--- config.mk ---
export PLATFORM = sky130hd
export DESIGN_NAME = cart_loader_top
export DESIGN_NICKNAME = d
export VERILOG_FILES = /design/src/logic/cart_pkg.sv /design/src/logic/dl_word_if.sv /design/src/logic/download_decoder.sv /design/src/logic/header_detect.sv /design/src/logic/cheat_assembler.sv /design/src/logic/backup_sequencer.sv /design/src/logic/cart_loader_top.sv
export SDC_FILE = /design/constraint.sdc
export NUM_CORES = 1
export LEC_CHECK = 0
export ABC_AREA = 1
export BUFFER_PORTS_ARGS = -buffer_cell sky130_fd_sc_hd__buf_2
export CORE_ASPECT_RATIO = 2
export CORE_UTILIZATION = 36
export CTS_BUF_LIST = sky130_fd_sc_hd__clkbuf_8
export DETAILED_ROUTE_END_ITERATION = 10
export PLACE_DENSITY = 0.55
export SLEW_MARGIN = 0
export SYNTH_ARGS = -nofsm -noshare
export SYNTH_HDL_FRONTEND = slang
export SYNTH_HIERARCHICAL = 1
export SYNTH_SLANG_ARGS = --single-unit
--- constraint.sdc ---
create_clock -name clk_sys -period 4 [get_ports clk_sys]
set_input_delay 0.8 -clock clk_sys [delete_from_list [all_inputs] [get_ports clk_sys]]
set_output_delay 0.8 -clock clk_sys [all_outputs]
set_load 0.05 [all_outputs]
--- src/logic/cart_pkg.sv ---
// Offsets assume a 512-byte copier header ahead of the ROM image; size exponents above 14 wrap the 24-bit masks
package cart_pkg;

	// ============================================================
	// Widths
	// ============================================================
	typedef logic [15:0]  dl_data_t;
	typedef logic [23:0]  mask_t;
	typedef logic [3:0]   size_code_t;
	typedef logic [7:0]   rom_type_t;
	typedef logic [31:0]  lba_t;
	// Flags, address, compare, replace; most significant first
	typedef logic [127:0] cheat_t;

	// ============================================================
	// Modes and states
	// ============================================================
	typedef enum logic [2:0] {
		hdr_auto      = 3'd0,
		hdr_no_header = 3'd1,
		hdr_lorom     = 3'd2,
		hdr_hirom     = 3'd3,
		hdr_exhirom   = 3'd4
	} header_mode_t;

	typedef enum logic [1:0] {
		region_auto = 2'd0,
		region_ntsc = 2'd1,
		region_pal  = 2'd2
	} region_sel_t;

	typedef enum logic [1:0] {
		bk_idle     = 2'd0,
		bk_request  = 2'd1,
		bk_transfer = 2'd2
	} bk_state_t;

	// ============================================================
	// Header layout and download constants
	// ============================================================
	localparam logic [31:0] COPIER_OFS       = 32'd512;
	// Mapper size word offsets, before the copier header
	localparam logic [31:0] LOROM_SIZE_OFS   = 32'h0000_7FD6;
	localparam logic [31:0] HIROM_SIZE_OFS   = 32'h0000_FFD6;
	localparam logic [31:0] EXHIROM_SIZE_OFS = 32'h0040_FFD6;
	localparam logic [7:0]  CODE_INDEX       = 8'hFF;
	// 512-byte SD blocks
	localparam int unsigned BLOCK_SHIFT      = 9;

endpackage

--- src/logic/dl_word_if.sv ---
// Carries download words one cycle after the host stream; there is no back-pressure
`timescale 1ns/1ps

interface dl_word_if #(
	parameter int DL_ADDR_W = 25
);
	import cart_pkg::*;

	logic [DL_ADDR_W-1:0] addr;
	dl_data_t             data;
	logic                 wr;
	// Index class of the current download
	logic                 is_cart;
	logic                 is_code;
	// One-cycle pulses at the edges of a cartridge download
	logic                 cart_start;
	logic                 cart_end;
	logic                 cart_active;

	modport src (
		output addr, data, wr, is_cart, is_code, cart_start, cart_end, cart_active
	);

	modport sink (
		input addr, data, wr, is_cart, is_code, cart_start, cart_end, cart_active
	);

endinterface

--- src/logic/download_decoder.sv ---
// Every host word is accepted; index 8'hFF is a cheat download and any other index is a cartridge
`timescale 1ns/1ps

module download_decoder #(
	parameter int DL_ADDR_W = 25
) (
	input  logic                 clk_sys,
	input  logic                 reset,
	input  logic                 ioctl_download,
	input  logic [7:0]           ioctl_index,
	input  logic [DL_ADDR_W-1:0] ioctl_addr,
	input  cart_pkg::dl_data_t   ioctl_dout,
	input  logic                 ioctl_wr,
	dl_word_if.src               dl
);
	import cart_pkg::*;

	logic code_index;
	logic cart_dl;
	logic cart_dl_q;

	assign code_index = (ioctl_index == CODE_INDEX);
	assign cart_dl    = ioctl_download & ~code_index;

	// Word payload
	always_ff @(posedge clk_sys) begin
		dl.addr <= ioctl_addr;
		dl.data <= ioctl_dout;
	end

	always_ff @(posedge clk_sys) begin
		if (!reset) begin
			dl.wr         <= 1'b0;
			dl.is_cart    <= 1'b0;
			dl.is_code    <= 1'b0;
			dl.cart_start <= 1'b0;
			dl.cart_end   <= 1'b0;
			cart_dl_q     <= 1'b0;
		end else begin
			dl.wr         <= ioctl_wr & ioctl_download;
			dl.is_cart    <= ~code_index;
			dl.is_code    <= code_index;
			// Edges of the cartridge download level
			dl.cart_start <= cart_dl & ~cart_dl_q;
			dl.cart_end   <= ~cart_dl & cart_dl_q;
			cart_dl_q     <= cart_dl;
		end
	end

	assign dl.cart_active = cart_dl_q;

endmodule

--- src/logic/header_detect.sv ---
// Sizes come from the copier-offset header; masks follow the size word by two cycles and pal only moves when idle
`timescale 1ns/1ps

module header_detect #(
	parameter int DL_ADDR_W = 25
) (
	input  logic                   clk_sys,
	input  logic                   reset,
	dl_word_if.sink                dl,
	input  cart_pkg::header_mode_t header_mode,
	input  cart_pkg::region_sel_t  region_sel,
	output cart_pkg::rom_type_t    rom_type,
	output cart_pkg::mask_t        rom_mask,
	output cart_pkg::mask_t        ram_mask,
	output logic                   pal
);
	import cart_pkg::*;

	localparam logic [DL_ADDR_W-1:0] LOROM_ADDR   = DL_ADDR_W'(LOROM_SIZE_OFS + COPIER_OFS);
	localparam logic [DL_ADDR_W-1:0] HIROM_ADDR   = DL_ADDR_W'(HIROM_SIZE_OFS + COPIER_OFS);
	localparam logic [DL_ADDR_W-1:0] EXHIROM_ADDR = DL_ADDR_W'(EXHIROM_SIZE_OFS + COPIER_OFS);

	size_code_t           rom_code;
	size_code_t           ram_code;
	size_code_t           rom_code_nxt;
	size_code_t           ram_code_nxt;
	logic                 region;
	logic                 cart_wr;
	logic                 forced;
	logic [DL_ADDR_W-1:0] size_addr;
	logic                 rom_hit;
	logic                 ram_hit;

	assign cart_wr = dl.wr & dl.is_cart;

	// Size word location of the forced mapper mode
	always_comb begin
		forced    = 1'b1;
		size_addr = LOROM_ADDR;
		case (header_mode)
			hdr_lorom:   size_addr = LOROM_ADDR;
			hdr_hirom:   size_addr = HIROM_ADDR;
			hdr_exhirom: size_addr = EXHIROM_ADDR;
			default:     forced = 1'b0;
		endcase
	end

	// RAM size word sits two bytes after the ROM size word
	assign rom_hit = forced && (dl.addr == size_addr);
	assign ram_hit = forced && (dl.addr == size_addr + DL_ADDR_W'(2));

	always_comb begin
		rom_code_nxt = rom_code;
		ram_code_nxt = ram_code;
		if (cart_wr) begin
			if (dl.addr == '0) begin
				rom_code_nxt = 4'hC;
				ram_code_nxt = 4'h0;
				if (header_mode == hdr_auto && dl.data[7:0] != 8'h00) begin
					{ram_code_nxt, rom_code_nxt} = dl.data[7:0];
				end
			end
			if (rom_hit) begin
				rom_code_nxt = dl.data[11:8];
			end
			if (ram_hit) begin
				ram_code_nxt = dl.data[3:0];
			end
		end
	end

	// ============================================================
	// Type and mapper byte
	// ============================================================
	always_ff @(posedge clk_sys) begin
		if (cart_wr && dl.addr == '0) begin
			case (header_mode)
				hdr_no_header, hdr_lorom: rom_type <= 8'd0;
				hdr_hirom:                rom_type <= 8'd1;
				hdr_exhirom:              rom_type <= 8'd2;
				default:                  rom_type <= dl.data[15:8];
			endcase
		end
	end

	// ============================================================
	// Size codes, masks and region
	// ============================================================
	always_ff @(posedge clk_sys) begin
		if (!reset) begin
			rom_code <= 4'hC;
			ram_code <= 4'h0;
			rom_mask <= '0;
			ram_mask <= '0;
			region   <= 1'b0;
			pal      <= 1'b0;
		end else begin
			if (cart_wr) begin
				rom_code <= rom_code_nxt;
				ram_code <= ram_code_nxt;
				rom_mask <= (mask_t'(1024) << rom_code_nxt) - mask_t'(1);
				ram_mask <= (ram_code_nxt != 4'h0) ?
					(mask_t'(1024) << ram_code_nxt) - mask_t'(1) : mask_t'(0);
				if (dl.addr == DL_ADDR_W'(2)) begin
					region <= dl.data[8];
				end
			end
			if (!dl.cart_active) begin
				pal <= (region_sel == region_auto) ? region : (region_sel == region_pal);
			end
		end
	end

endmodule

--- src/logic/cheat_assembler.sv ---
// Word offsets wrap every 16 bytes; a code is only complete once the word at offset 14 arrives
`timescale 1ns/1ps

module cheat_assembler (
	input  logic             clk_sys,
	input  logic             reset,
	dl_word_if.sink          dl,
	output cart_pkg::cheat_t cheat_code,
	output logic             cheat_valid,
	output logic             cheat_clear
);
	import cart_pkg::*;

	logic code_wr;
	logic clear_pulse;

	assign code_wr = dl.wr & dl.is_code;

	// Low word of each field first
	always_ff @(posedge clk_sys) begin
		if (code_wr) begin
			case (dl.addr[3:0])
				4'd0:  cheat_code[111:96]  <= dl.data;
				4'd2:  cheat_code[127:112] <= dl.data;
				4'd4:  cheat_code[79:64]   <= dl.data;
				4'd6:  cheat_code[95:80]   <= dl.data;
				4'd8:  cheat_code[47:32]   <= dl.data;
				4'd10: cheat_code[63:48]   <= dl.data;
				4'd12: cheat_code[15:0]    <= dl.data;
				4'd14: cheat_code[31:16]   <= dl.data;
				default: ;
			endcase
		end
	end

	always_ff @(posedge clk_sys) begin
		if (!reset) begin
			cheat_valid <= 1'b0;
			clear_pulse <= 1'b0;
		end else begin
			cheat_valid <= code_wr && (dl.addr[3:0] == 4'd14);
			clear_pulse <= code_wr && (dl.addr[3:0] == 4'd0);
		end
	end

	// A new cartridge wipes every stored code
	assign cheat_clear = clear_pulse | dl.cart_active;

endmodule

--- src/logic/backup_sequencer.sv ---
// One operation at a time; requests during a transfer are dropped and sd_ack must fall before the next block
`timescale 1ns/1ps

module backup_sequencer (
	input  logic            clk_sys,
	input  logic            reset,
	dl_word_if.sink         dl,
	input  cart_pkg::mask_t ram_mask,
	input  logic            bk_load,
	input  logic            bk_save,
	input  logic            img_mounted,
	input  logic            img_readonly,
	input  logic            img_present,
	input  logic            sd_ack,
	output cart_pkg::lba_t  sd_lba,
	output logic            sd_rd,
	output logic            sd_wr,
	output logic            bk_busy,
	output logic            bk_loading,
	output logic            bk_enabled
);
	import cart_pkg::*;

	bk_state_t state;
	logic      load_prev;
	logic      save_prev;
	logic      load_rise;
	logic      save_rise;
	logic      start_go;
	logic      start_read;
	lba_t      last_lba;

	assign load_rise = bk_load & ~load_prev;
	assign save_rise = bk_save & ~save_prev;
	assign last_lba  = lba_t'(ram_mask >> BLOCK_SHIFT);
	assign bk_busy   = (state != bk_idle);

	// Automatic load after a cartridge wins over a menu request
	always_comb begin
		start_go   = 1'b0;
		start_read = 1'b1;
		if (bk_enabled) begin
			if (dl.cart_end && img_present) begin
				start_go = 1'b1;
			end else if (load_rise) begin
				start_go = 1'b1;
			end else if (save_rise) begin
				start_go   = 1'b1;
				start_read = 1'b0;
			end
		end
	end

	// ============================================================
	// Backup RAM enable
	// ============================================================
	always_ff @(posedge clk_sys) begin
		if (!reset) begin
			bk_enabled <= 1'b0;
		end else if (dl.cart_start) begin
			bk_enabled <= 1'b0;
		end else if (dl.cart_active && img_mounted && !img_readonly) begin
			bk_enabled <= (ram_mask != '0);
		end
	end

	// ============================================================
	// Block sequencer
	// ============================================================
	always_ff @(posedge clk_sys) begin
		if (!reset) begin
			state      <= bk_idle;
			sd_lba     <= '0;
			sd_rd      <= 1'b0;
			sd_wr      <= 1'b0;
			bk_loading <= 1'b0;
			load_prev  <= 1'b0;
			save_prev  <= 1'b0;
		end else begin
			load_prev <= bk_load;
			save_prev <= bk_save;
			case (state)
				bk_idle: begin
					if (start_go) begin
						state      <= bk_request;
						sd_lba     <= '0;
						sd_rd      <= start_read;
						sd_wr      <= ~start_read;
						bk_loading <= start_read;
					end
				end
				bk_request: begin
					// Request is held until the SD side answers
					if (sd_ack) begin
						sd_rd <= 1'b0;
						sd_wr <= 1'b0;
						state <= bk_transfer;
					end
				end
				bk_transfer: begin
					if (!sd_ack) begin
						if (sd_lba >= last_lba) begin
							state      <= bk_idle;
							bk_loading <= 1'b0;
						end else begin
							sd_lba <= sd_lba + lba_t'(1);
							sd_rd  <= bk_loading;
							sd_wr  <= ~bk_loading;
							state  <= bk_request;
						end
					end
				end
				default: state <= bk_idle;
			endcase
		end
	end

endmodule

--- src/logic/cart_loader_top.sv ---
// Single clock domain on clk_sys; host stream and SD handshake are expected to be synchronous to it
`timescale 1ns/1ps

module cart_loader_top #(
	parameter int DL_ADDR_W = 25
) (
	input  logic                   clk_sys,
	input  logic                   reset,
	// Host download stream
	input  logic                   ioctl_download,
	input  logic [7:0]             ioctl_index,
	input  logic [DL_ADDR_W-1:0]   ioctl_addr,
	input  cart_pkg::dl_data_t     ioctl_dout,
	input  logic                   ioctl_wr,
	// Cartridge header
	input  cart_pkg::header_mode_t header_mode,
	input  cart_pkg::region_sel_t  region_sel,
	output cart_pkg::rom_type_t    rom_type,
	output cart_pkg::mask_t        rom_mask,
	output cart_pkg::mask_t        ram_mask,
	output logic                   pal,
	// Cheat codes
	output cart_pkg::cheat_t       cheat_code,
	output logic                   cheat_valid,
	output logic                   cheat_clear,
	// Backup RAM and SD image
	input  logic                   bk_load,
	input  logic                   bk_save,
	input  logic                   img_mounted,
	input  logic                   img_readonly,
	input  logic                   img_present,
	input  logic                   sd_ack,
	output cart_pkg::lba_t         sd_lba,
	output logic                   sd_rd,
	output logic                   sd_wr,
	output logic                   bk_busy,
	output logic                   bk_loading,
	output logic                   bk_enabled
);

	dl_word_if #(.DL_ADDR_W(DL_ADDR_W)) dl ();

	download_decoder #(.DL_ADDR_W(DL_ADDR_W)) download_decoder_i (
		.clk_sys        (clk_sys),
		.reset          (reset),
		.ioctl_download (ioctl_download),
		.ioctl_index    (ioctl_index),
		.ioctl_addr     (ioctl_addr),
		.ioctl_dout     (ioctl_dout),
		.ioctl_wr       (ioctl_wr),
		.dl             (dl.src)
	);

	header_detect #(.DL_ADDR_W(DL_ADDR_W)) header_detect_i (
		.clk_sys     (clk_sys),
		.reset       (reset),
		.dl          (dl.sink),
		.header_mode (header_mode),
		.region_sel  (region_sel),
		.rom_type    (rom_type),
		.rom_mask    (rom_mask),
		.ram_mask    (ram_mask),
		.pal         (pal)
	);

	cheat_assembler cheat_assembler_i (
		.clk_sys     (clk_sys),
		.reset       (reset),
		.dl          (dl.sink),
		.cheat_code  (cheat_code),
		.cheat_valid (cheat_valid),
		.cheat_clear (cheat_clear)
	);

	backup_sequencer backup_sequencer_i (
		.clk_sys      (clk_sys),
		.reset        (reset),
		.dl           (dl.sink),
		.ram_mask     (ram_mask),
		.bk_load      (bk_load),
		.bk_save      (bk_save),
		.img_mounted  (img_mounted),
		.img_readonly (img_readonly),
		.img_present  (img_present),
		.sd_ack       (sd_ack),
		.sd_lba       (sd_lba),
		.sd_rd        (sd_rd),
		.sd_wr        (sd_wr),
		.bk_busy      (bk_busy),
		.bk_loading   (bk_loading),
		.bk_enabled   (bk_enabled)
	);

endmodule

After elaboration in Yosys (flattened, before gate mapping) --
Index checks and enable logic that the tools add are counted.
Word-level totals: output and inout bits 224, bits of input ports 64, bits in registers 283, word-level logic and storage cells 159
Operators by class: shift-type cells 2, bitwise logic cells 17, add/subtract/negate cells 4, eq/ne operators 23, reductions and logical operators 37, muxes and demuxes 42, $lt $le $gt $ge 1
Operators with widths (number):
- $mux W32 | 3
- $pmux W32 S2 | 1
- $shl A11 B4 Y24 const A | 2
- $sub A24 B1 Y24 const B | 2
- $pmux W23 S2 | 1
- $add A32 B1 Y32 const B | 1
- $ge A32 B15 Y1 | 1
- $mux W4 | 8
- $eq A25 B2 Y1 const B | 1
- $eq A25 B23 Y1 | 1
- $eq A25 B25 Y1 | 1
- $logic_not A25 Y1 | 1
- $add A23 B2 Y24 const B | 1
- $mux W24 | 1
- $pmux W8 S3 | 1
- $reduce_bool A24 Y1 | 1
- $mux W1 | 20
- $reduce_and A2 Y1 | 9
- $eq A4 B4 Y1 const B | 4
- $logic_and A1 B1 Y1 | 9
- $and A1 B1 Y1 | 8
- $eq A4 B3 Y1 const B | 2
- $eq A8 B8 Y1 const B | 1
- $not A1 Y1 | 8
- 26 further kinds | 38

Logic depth before layout (Yosys ltp) --
Gate-level depths: netlist of run 1.
word-level depth 10, gate-level depth with buffers 21, mapped depth without buffers 21

Hierarchy --
The synthesis of run 1 kept the hierarchy.
By module, submodules not included:
- cheat_assembler | area each 3996.3 um2, cells each 158, instances 1, sequential area each 3883.7 um2
- header_detect | area each 3034.2 um2, cells each 446, instances 1, sequential area each 1041.0 um2
- backup_sequencer | area each 2563.7 um2, cells each 377, instances 1, sequential area each 800.8 um2
- download_decoder | area each 1026.0 um2, cells each 66, instances 1, sequential area each 940.9 um2

Worst setup path before layout of run 1 --
Ideal clock, no wire load.
path type input to register, from input port header_mode[1], to register header_detect_i.rom_mask[14], stages on the path 19, arrival 2.659 ns, buffers on the path 0, required time 3.887 ns, slack 1.228 ns, path through nor2_2 -> nand2_2 -> nand2_2 -> nand3_4 -> nor2_8 -> nand3_4 -> nor2_2 -> inv_1 -> nand2_1 -> o21ai_2 -> nor2_2 -> nand3_1 -> ha_1 -> nand2_2 -> inv_2 -> nand2_1 -> nand2_1 -> o21ai_1 -> inv_1
Between the ends: cells in the longest elaborated chain, start to end 8
RTL lines:
- from (decl) | line cart_loader_top.sv:16 | input cart_pkg::header_mode_t header_mode,
- $eq A3 B3 Y1, or another cell as far along | line header_detect.sv:40 | case (header_mode)
- $pmux W23 S2, or another cell as far along | line header_detect.sv:40
- $eq A25 B23 Y1, or another cell as far along | line header_detect.sv:49 | assign rom_hit = forced && (dl.addr == size_addr);
- $logic_and A1 B1 Y1 or $mux W4 (tied branches) | line header_detect.sv:49, header_detect.sv:56
- $mux W4 * | line header_detect.sv:63 | if (rom_hit) begin
- $mux W4 * | line header_detect.sv:55 | if (cart_wr) begin
- $shl A11 B4 Y24 * | line header_detect.sv:101 | rom_mask <= (mask_t'(1024) << rom_code_nxt) - mask_t'(1);
- $sub A24 B1 Y24 * | line header_detect.sv:101
- to (signal assigned) | line header_detect.sv:101
- to (decl) | line header_detect.sv:13 | output cart_pkg::mask_t rom_mask,
Mark *: on every way between the ends. The rest lies on a longest branch, timed or not. A chain may end at the register's enable or synchronous reset.

Worst setup path after layout of run 1 --
from register download_decoder_i.dl.addr[15], to register header_detect_i.ram_mask[18]
Between the ends: cells in the longest elaborated chain, start to end 7
RTL lines:
- from (decl) | line dl_word_if.sv:21 | output addr, data, wr, is_cart, is_code, cart_start, cart_end, cart_active
- from (signal assigned) | line download_decoder.sv:27 | dl.addr <= ioctl_addr;
- $logic_not A25 Y1 or $eq A25 B25 Y1 (tied branches) | line header_detect.sv:56, header_detect.sv:50
- $mux W4 or $logic_and A1 B1 Y1 (tied branches) | line header_detect.sv:56, header_detect.sv:50
- $mux W4 * | line header_detect.sv:66 | if (ram_hit) begin
- $mux W4 * | line header_detect.sv:55
- $shl A11 B4 Y24 | line header_detect.sv:103 | (mask_t'(1024) << ram_code_nxt) - mask_t'(1) : mask_t'(0);
- $sub A24 B1 Y24 | line header_detect.sv:103
- $mux W24 * | line header_detect.sv:102 | ram_mask <= (ram_code_nxt != 4'h0) ?
- to (signal assigned) | line header_detect.sv:102
- to (decl) | line header_detect.sv:14 | output cart_pkg::mask_t ram_mask,
Marked as above.

==> results of run 1 <==
routing by layer:
metal | vias up | global-route usage [%] | share of wire [%]
met3 | 62 | 3.601 | 5.8
met4 | 4 | 7.654 | 3.3
met2 | 275 | 37.99 | 56
li1 | 4035 | - | -
met1 | 3803 | 17.59 | 35
met5 | - | 0 | 0.080
sequential cells by signal, indices dropped and copies added (netlist names), 2 cells and up:
| register | cells |
|---|---|
| header_detect_i/rom_type | 8 |
| download_decoder_i/dl.data | 16 |
| backup_sequencer_i/state | 2 |
| header_detect_i/ram_mask | 15 |
| backup_sequencer_i/sd_lba | 32 |
| download_decoder_i/dl.addr | 25 |
| cheat_assembler_i/cheat_code | 128 |
| header_detect_i/rom_code | 4 |
| header_detect_i/rom_mask | 15 |
| header_detect_i/ram_code | 4 |
power by group:
group	internal [uW]	leakage (uW)	total [uW]	switching [uW]
Combinational	140	0.00306	537	397
Clock	1390	0.000486	2450	1060
Sequential	2900	0.00228	2950	49.7
layout make-up:
| class | instances | area share (%) |
|---|---|---|
| repair buffers | 298 | 11.54 |
| clock inverters | 29 | 2.176 |
| clock buffers | 43 | 4.495 |
| multi-input cells | 632 | 24.58 |
| inverters | 110 | 3.155 |
| well taps | 360 | 3.421 |
| flip-flops and latches | 265 | 50.64 |
cells by family after synthesis:
kind of cell	Yosys count	share of synthesized area [%]
compound gates	93	4.819
xor+xnor	11	0.9072
fa+ha+maj	22	2.592
buf+inv	150	6.833
flops	265	62.77
simple gates	506	22.08
worst max-delay path, delay by kind of cell, from the launching register on:
kind                     cells  cell delay (ns)
flip-flops                   1             0.33
AO/OA/AOI/OAI                1             0.14
adder cells (fa/ha/maj)      1             0.27
buffers and inverters        2             0.18
AND/OR/NAND/NOR             14             2.03
per-stage QoR:
step	power (uW)	utilization, %	setup slack, ns
final	5943	45.46	0.9498
after floorplan	3444	-	1.228
after global placement	3551	42.43	0.5917
after CTS	6020	45.46	1.002
after detailed placement	3555	42.43	0.4961
after global routing	6175	45.46	0.6315
worst min-delay path by stage:
stage                                      startpoint                               end  slack, ns  depth (start not counted)
finish                                  ioctl_addr[0]     download_decoder_i/dl.addr[0]       0.34                          1
global route                            ioctl_addr[0]     download_decoder_i/dl.addr[0]       0.30                          1
detailed placement      backup_sequencer_i/sd_lba[24]     backup_sequencer_i/sd_lba[24]       0.45                          2
global placement        backup_sequencer_i/sd_lba[20]     backup_sequencer_i/sd_lba[20]       0.44                          2
CTS                                    ioctl_dout[10]    download_decoder_i/dl.data[10]       0.30                          1
floorplan           download_decoder_i/dl.cart_active  download_decoder_i/dl.cart_start       0.44                          1
placed cells by master (no fill, tap or decap), types with 3 or more instances in the layout:
master / instances
buf_2: 287
nand2_1: 208
nor2_1: 138
edfxtp_1: 136
dfxtp_1: 129
inv_1: 109
nand3_1: 63
a21oi_1: 54
clkbuf_8: 43
ha_1: 22
nor2_2: 21
o21ai_0: 20
nand4_1: 16
nand2_2: 11
buf_4: 11
inv_2: 10
xor2_1: 9
nand3_2: 8
nor3_1: 8
nand2_4: 6
bufinv_16: 6
clkinv_2: 6
nor4_1: 5
o21ai_1: 5
nor2_4: 4
or2_2: 4
clkinv_1: 4
a21oi_2: 3
or2_1: 3
o21bai_1: 3
==> flow_metrics.tcl, run 1 <==
set metrics [dict create \
    first_pass_iters 5 \
    stdcell_count 1737 \
    antenna_found_initial 2 \
    dpl_cell_area_sq_um 12290 \
    rows 88 \
    syn_inst 1047 \
    crit_chain "nor2_1 > nand2_1 > nor2_1 > nand3_1 > nand2_1 > nand2_1 > nand2_1 > nand3_1 > nand2_2 > inv_2 > nor3_2 > nand2_2 > ha_1 > nand2_1 > inv_1 > nand2_1 > nand3_1 > a21oi_1" \
    fp.dieW_microns 123.5 \
    clk_path_buf_depth 3 \
    postSynth.asyncResetShare_pct 0 \
    fin_setup_tns_ns 0 \
    fillers 2827 \
    tightest_slew_ns 1.151 \
    nNetsFinal 1432 \
    syn2layout_area_growth_pct 23.96 \
    synth_common_cells "208 x nand2_1, 141 x nor2_1, 136 x edfxtp_1, 129 x dfxtp_1, 98 x inv_1" \
    syn_area_sq_um 10620 \
    critPathSlowestCell "dfxtp_1" \
    gp_congestion 0.8378 \
    status "completed" \
    drt_iter0_markers 343 \
    final_layout_size_suffix_gt1_share_pct 31.45 \
    maxSlewViolCount 0 \
    die_h_microns 244.9 \
    cts_inserted_buffers 39 \
    hold_ws_ns 0.3370 \
    clock_latency_ns 0.56 \
    rr_worst_depth 18 \
    synth_seq_cells 265 \
    h-tree-depth 2 \
    cap_violations 0 \
    leakagePower_uw 0.005826 \
    avgSynthCellArea_sq_um 10.14 \
    wl_mm 28.64 \
    critical_path.max_stage_delay_ns 0.33 \
    reg2reg_to "header_detect_i/ram_mask[18]" \
    crit-reg2reg-launch "download_decoder_i/dl.addr[15]" \
    p_per_area_nw_per_um2 451.4 \
    dieArea_sq_um 30230 \
    setup_viol 0 \
    grt_pass1_vias 7926 \
    grt_pass1_wl_mm 42.53 \
    path_class "reg -> reg" \
    critPathLaunchType "flip-flop" \
    hold_path_class "in -> reg" \
    antennaDiodeCount 0 \
    core-area_sq_um 28960 \
    synth_top_area_share_pct 38.45 \
    final_cell_area_sq_um 13170 \
    timing.final.crit_share_pct 76.25 \
    arrival_ns 3.51 \
    regArea_sq_um 6666 \
    irDropWorstVdd_v 0.0002679 \
    yosysTopAreaCell "edfxtp_1" \
    hpwl_mm 21.56 \
    io_buffers 287 \
    finalHoldViolCount 0 \
    start_util_pct 36.67 \
    synth.yosys.warnings 6 \
    drc 0 \
    seq_area_frac_synth_pct 62.77 \
    synth_nets 1133 \
    dp_cells 1665 \
    io_pins 288 \
    grt-ovfl-total 0 \
    cp-endpoint "header_detect_i/ram_mask[18]" \
    relSlewSlack_pct 23.20 \
    yosys_most_used_dff "edfxtp_1" \
    end_kind "flip-flop" \
    yosysMostFrequentCell "nand2_1" \
    post-cts-setup-buffers 0 \
    gr-usage-all-layers_pct 18.85 \
    synthTopCellsByArea "edfxtp_1 38%, dfxtp_1 24%, nand2_1 7.4%, nor2_1 5.0%, inv_1 3.5%" \
    fmax_mhz 327.9 \
    r2r_slack_ns 0.95 \
    crit_path_max_fanout 12 \
    grt_max_degree 33 \
    wl_per_cell_microns 16.49 \
    path_clk_slew_ns 0.07 \
    min_period_ns 3.050 \
    ys_types 51 \
    cp.required_ns 4.46 \
    cts_root_buf "clkbuf_8" \
    cts_tree "yes" \
    vias_per_cell 4.709 \
    final_antenna_net_count 0 \
    worst_clock_skew_ns 0.02894 \
    multi_input_area_sq_um 3236 \
    cts_sinks 265 \
    ctsHoldBuffers 0 \
    vias 8179 \
    synth_edf_count 136 \
    cts_resized 0 \
    critPathLaunch "download_decoder_i/dl.addr[15]" \
    crit_top_cell "nand2_1" \
    rsz0062_at_grt "false" \
]
Power figures use the tool's default switching activity.
==> run 2, diff against run 1 <==
==> constraint.sdc (replaced) <==
create_clock -name clk_sys -period 2.88 [get_ports clk_sys]
set_input_delay 0.576 -clock clk_sys [delete_from_list [all_inputs] [get_ports clk_sys]]
set_output_delay 0.576 -clock clk_sys [all_outputs]
set_load 0.05 [all_outputs]
==> flow_metrics.tcl, run 2 (synthesized netlist as in run 1, its figures left out) <==
set metrics [dict create \
    status "completed" \
    timing.critical_path.buf_inv 2 \
    cts_root_buf "clkbuf_8" \
    vias_per_cell 4.672 \
    drc 0 \
    hold_path_class "in -> reg" \
    wl_per_cell_microns 16.48 \
    wl_mm 29.15 \
    crit_path_max_fanout 7 \
    gr-usage-all-layers_pct 19.21 \
    dieArea_sq_um 30230 \
    antenna_found_initial 1 \
    h-tree-depth 2 \
    irDropWorstVdd_v 0.0004467 \
    syn2layout_area_growth_pct 24.87 \
    fmax_mhz 379.7 \
    layout_common_cells "287 x buf_2, 208 x nand2_1, 137 x nor2_1" \
    fillers 2826 \
    total_power_uw 7676 \
    grt-ovfl-total 0 \
    grt_pass1_vias 7987 \
    critPathLaunchType "flip-flop" \
    p_per_area_nw_per_um2 578.8 \
    path_class "reg -> reg" \
    leakagePower_uw 0.005929 \
    cts_tree "yes" \
    crit_top_cell "nand2_1" \
    vias 8265 \
    first_pass_iters 4 \
    grt_pass1_wl_mm 43.24 \
    io_buffers 287 \
    final_antenna_net_count 0 \
    maxSlewViolCount 0 \
    clk_path_buf_depth 3 \
    worst_clock_skew_ns 0.01884 \
    start_util_pct 36.67 \
    hpwl_mm 22.32 \
    nNetsFinal 1469 \
    largest_reg_flops 128 \
    hold_ws_ns 0.1159 \
    path_delay_family "simple AND/OR/NAND/NOR gates" \
    cap_violations 0 \
    finalHoldViolCount 0 \
    grt_max_degree 32 \
    tightest_slew_ns 0.9074 \
    clock_latency_ns 0.56 \
    fp.dieW_microns 123.5 \
    end_kind "flip-flop" \
    regArea_sq_um 6666 \
    setup_viol 0 \
    ctsHoldBuffers 0 \
    relSlewSlack_pct 39.44 \
    min_period_ns 2.634 \
    final_cell_area_sq_um 13260 \
    final_layout_size_suffix_gt1_share_pct 32.81 \
    gp_congestion 0.8279 \
    post-cts-setup-buffers 0 \
    critical_path.max_stage_delay_ns 0.38 \
    io_pins 288 \
    crit_chain "nor2_1 > nand2_1 > nor2_2 > nand3_1 > nand2_1 > nand2_1 > nand2_1 > nand3_2 > nand2_4 > inv_2 > nor3_2 > nand2_2 > ha_1 > nand2_1 > inv_1 > nand3_1 > nand3_1 > a21oi_1" \
    path_clk_slew_ns 0.06 \
    cp.required_ns 3.36 \
    dpl_cell_area_sq_um 12560 \
    cts_sinks 265 \
    critPathSlowestCell "dfxtp_1" \
    rsz0062_at_grt "false" \
    drt_iter0_markers 334 \
    rows 88 \
    reg_top3 "cheat_assembler_i/cheat_code (128), backup_sequencer_i/sd_lba (32), download_decoder_i/dl.addr (25)" \
    cts_inserted_buffers 39 \
    multi_input_area_sq_um 3238 \
    core-area_sq_um 28960 \
    arrival_ns 3.11 \
    regMostFlops "cheat_assembler_i/cheat_code" \
    layout_commonest_cell "buf_2" \
    timing.final.crit_share_pct 91.45 \
    die_h_microns 244.9 \
]
==> run 2: worst register-to-register path, delay by kind of cell, from the launching register on <==
kind                       cells  cell delay (ns)
AOI/OAI and AO/OA              1             0.13
buffers and inverters          2             0.12
DFF                            1             0.38
and+or+nand+nor               14             1.69
adders and majority gates      1             0.26
==> run 2: per-stage QoR <==
step	util, %	setup WS [ns]	cells	setup TNS, ns
after CTS	45.78	0.2073	1768	0
after global routing	45.80	0.03609	1769	0
after detailed placement	43.39	-0.05671	1702	-0.1756
after floorplan	-	0.3322	1047	0
final	45.80	0.2463	1769	0
after global placement	43.39	0.01694	1702	0
==> run 2: routing by layer <==
layer  global-route usage, %  routed length (microns)  up-vias  share of wire [%]
met3                   3.927                     1753       50                6.0
met2                   38.99                    16680      283                 57
met5                       0                        0        -                  0
met1                   17.74                     9873     3830                 34
met4                   7.264                      842        0                2.9
li1                        -                        -     4102                  -
==> run 2: path summary, 6_finish.rpt <==
path | startpoint | to | slack [ns] | cells after the start
max | download_decoder_i/dl.addr[3] | header_detect_i/ram_mask[22] | 0.25 | 18
min | ioctl_addr[18] | download_decoder_i/dl.addr[18] | 0.12 | 1
max reg2reg | download_decoder_i/dl.addr[3] | header_detect_i/ram_mask[22] | 0.25 | 18
min reg2reg | backup_sequencer_i/sd_lba[26] | backup_sequencer_i/sd_lba[26] | 0.45 | 2
==> run 2: cell type report <==
cell class                      instances  share of cell area (%)
Clock buffer                           43                   4.463
Sequential cell                       265                   50.27
Tap cell                              360                   3.397
Clock inverter                         23                  0.7548
Antenna cell                            1                 0.01887
Inverter                              110                   3.132
Multi-Input combinational cell        632                   24.42
Timing Repair Buffer                  335                   13.55
==> run 2: repair_timing <==
action	4_1_cts	5_1_grt
setup endpoints to repair	0	3
endpoints found under the hold margin	0	0
gates resized for setup	0	1
==> run 2: report_power, final <==
group / internal [uW] / switching, uW
Sequential: 4040 / 60.9
Clock: 1370 / 1400
Combinational: 231 / 576
==> run 3, diff against run 2 <==
--- a/config.mk
+++ b/config.mk
@@ -11,9 +11,8 @@
 export CORE_UTILIZATION = 36
 export CTS_BUF_LIST = sky130_fd_sc_hd__clkbuf_8
 export DETAILED_ROUTE_END_ITERATION = 10
-export PLACE_DENSITY = 0.55
+export PLACE_DENSITY = 0.56
 export SLEW_MARGIN = 0
 export SYNTH_ARGS = -nofsm -noshare
 export SYNTH_HDL_FRONTEND = slang
-export SYNTH_HIERARCHICAL = 1
 export SYNTH_SLANG_ARGS = --single-unit
==> flow_metrics.tcl, run 3 <==
set metrics [dict create \
    status "completed" \
    fillers 2729 \
    irDropWorstVdd_v 0.0004838 \
    cts_tree "yes" \
    synth_seq_cells 265 \
    grt-ovfl-total 0 \
    io_buffers 287 \
    clk_path_buf_depth 3 \
    multi_input_area_sq_um 3065 \
    yosysMostFrequentCell "nand2_1" \
    relSlewSlack_pct 50.12 \
    syn_inst 963 \
    vias 7928 \
    die_h_microns 241.5 \
    arrival_ns 2.98 \
    synth_edf_count 136 \
    h-tree-depth 2 \
    cp.required_ns 3.28 \
    grt_pass1_wl_mm 43.35 \
    start_util_pct 36.64 \
    worst_clock_skew_ns 0.01920 \
    wl_mm 28.56 \
    regMostFlops "cheat_assembler_i.cheat_code" \
    core-area_sq_um 28190 \
    critical_path.max_stage_delay_ns 0.34 \
    dieArea_sq_um 29410 \
    critPathLaunchType "flip-flop" \
    reg_top3 "cheat_assembler_i.cheat_code (128), backup_sequencer_i.sd_lba (32), download_decoder_i.dl.addr (25)" \
    first_pass_iters 4 \
    drc 0 \
    gr-usage-all-layers_pct 19.70 \
    gp_congestion 0.8666 \
    total_power_uw 7784 \
    min_period_ns 2.584 \
    cts_sinks 265 \
    wl_per_cell_microns 16.93 \
    path_class "reg -> reg" \
    hpwl_mm 21.82 \
    end_kind "flip-flop" \
    final_layout_size_suffix_gt1_share_pct 35.09 \
    timing.critical_path.buf_inv 2 \
    grt_pass1_vias 7852 \
    timing.final.crit_share_pct 89.74 \
    yosys_most_used_dff "edfxtp_1" \
    fin_setup_tns_ns 0 \
    critPathSlowestCell "dfxtp_1" \
    io_pins 288 \
    crit_chain "nor2_1 > nand2_1 > nor2_1 > nand2_2 > nor2_8 > nand2_1 > o21ai_2 > nor2_4 > nor2_4 > nor2_8 > nand2_4 > inv_2 > nand2_1 > ha_2 > nand4_1 > nand2_1 > inv_1 > nand2_1 > a21oi_1" \
    maxSlewViolCount 0 \
    layout_common_cells "287 x buf_2, 168 x nand2_1, 136 x edfxtp_1" \
    layout_commonest_cell "buf_2" \
    nNetsFinal 1389 \
    synth_common_cells "168 x nand2_1, 136 x edfxtp_1, 129 x dfxtp_1, 97 x nor2_1, 96 x inv_1" \
    hold_path_class "in -> reg" \
    drt_iter0_markers 274 \
    path_clk_slew_ns 0.07 \
    vias_per_cell 4.699 \
    synth_top_area_share_pct 39.54 \
    cts_inserted_buffers 39 \
    seq_area_frac_synth_pct 64.54 \
    postSynth.asyncResetShare_pct 0 \
    fp.dieW_microns 121.8 \
    antenna_found_initial 3 \
    yosysTopAreaCell "edfxtp_1" \
    ys_types 47 \
    synthTopCellsByArea "edfxtp_1 40%, dfxtp_1 25%, nand2_1 6.1%, nor2_1 3.5%, inv_1 3.5%" \
    path_delay_family "simple AND/OR/NAND/NOR gates" \
    rsz0062_at_grt "false" \
    crit_path_max_fanout 10 \
    avgSynthCellArea_sq_um 10.73 \
    largest_reg_flops 128 \
    regArea_sq_um 6666 \
    final_antenna_net_count 0 \
    fmax_mhz 386.9 \
    leakagePower_uw 0.005768 \
    syn2layout_area_growth_pct 27.43 \
    crit_top_cell "nand2_1" \
    clock_latency_ns 0.55 \
    cap_violations 0 \
    setup_viol 0 \
    p_per_area_nw_per_um2 591.4 \
    synth.yosys.warnings 0 \
    grt_max_degree 35 \
    synth_nets 1050 \
    finalHoldViolCount 0 \
    rows 87 \
    tightest_slew_ns 0.7470 \
    cts_root_buf "clkbuf_8" \
    syn_area_sq_um 10330 \
    hold_ws_ns 0.1192 \
    ctsHoldBuffers 0 \
]
## run 3: changes by cell type in the layout (fill, tap and decap cells not counted), moves of 4 or more
cell / previous run / this run
nor3_1: 8 / 28
nor2_2: 22 / 15
nand3_1: 63 / 53
nor2_1: 137 / 89
o21bai_1: 3 / 7
a21oi_1: 54 / 49
nor2_8: 1 / 5
nand2_1: 208 / 168
## run 3: cells by family after synthesis
kind of cell	after synthesis	synth area share (%)
adders and majority gates	23	2.786
and+or+nand+nor	425	20.51
xor gates and xnor gates	8	0.6784
AOI/OAI and AO/OA	97	5.391
DFF	265	64.54
buffers and inverters	145	6.093
## run 3: per-layer routing
layer	vias up	share of wire (%)	wire, microns	GRT usage (%)
li1	3895	-	-	-
met1	3723	33	9477	17.85
met2	248	59	16870	40.50
met3	62	4.0	1144	2.547
met4	0	3.7	1065	9.150
met5	-	0	0	0
## run 3: path summary, 6_finish.rpt
kind / slack, ns / startpoint / depth (start not counted) / end
setup / recovery: 0.30 / download_decoder_i.dl.addr[15] / 19 / header_detect_i.rom_mask[20]
hold / removal: 0.12 / ioctl_dout[11] / 1 / download_decoder_i.dl.data[11]
setup reg to reg: 0.30 / download_decoder_i.dl.addr[15] / 19 / header_detect_i.rom_mask[20]
hold reg to reg: 0.46 / header_detect_i.pal / 2 / header_detect_i.pal
## run 3: stage by stage
step / cell area (sq um) / utilization, % / cells / worst slack (ns)
2_1_floorplan: 10330 / - / 963 / 0.3567
3_3_place_gp: 12400 / 43.98 / 1617 / 0.05002
3_5_place_dp: 12400 / 43.98 / 1617 / -0.01002
4_1_cts: 13150 / 46.65 / 1684 / 0.1948
5_1_grt: 13160 / 46.68 / 1687 / 0.04438
6_report: 13160 / 46.68 / 1687 / 0.2956
## run 3: power by group
| part | switching, uW | internal (uW) | total [uW] |
|---|---|---|---|
| registers | 52.2 | 4030 | 4080 |
| logic | 530 | 235 | 766 |
| clock network | 1390 | 1540 | 2940 |
## run 3: layout make-up
class / count / area share [%]
flip-flops and latches: 265 / 50.65
multi-input cells: 553 / 23.29
clock buffers: 46 / 4.810
inverters: 108 / 3.147
diodes: 3 / 0.05704
clock inverters: 21 / 0.9126
repair buffers: 335 / 13.75
well taps: 356 / 3.384
## run 3: timing repair
item | CTS | global route
gates resized for setup | 0 | 1
buffers inserted | 0 | 0
setup endpoints to repair | 0 | 3
## run 3: worst reg2reg max path, stage by stage, from the launching register on
cell and delay, ns:
dfxtp_1 0.34, nor2_1 0.11, nand2_1 0.05, nor2_1 0.25, nand2_2 0.22, nor2_8 0.20
nand2_1 0.09, o21ai_2 0.09, nor2_4 0.07, nor2_4 0.17, nor2_8 0.05, nand2_4 0.07
inv_2 0.04, nand2_1 0.07, ha_2 0.27, nand4_1 0.12, nand2_1 0.09, inv_1 0.04
nand2_1 0.05, a21oi_1 0.06
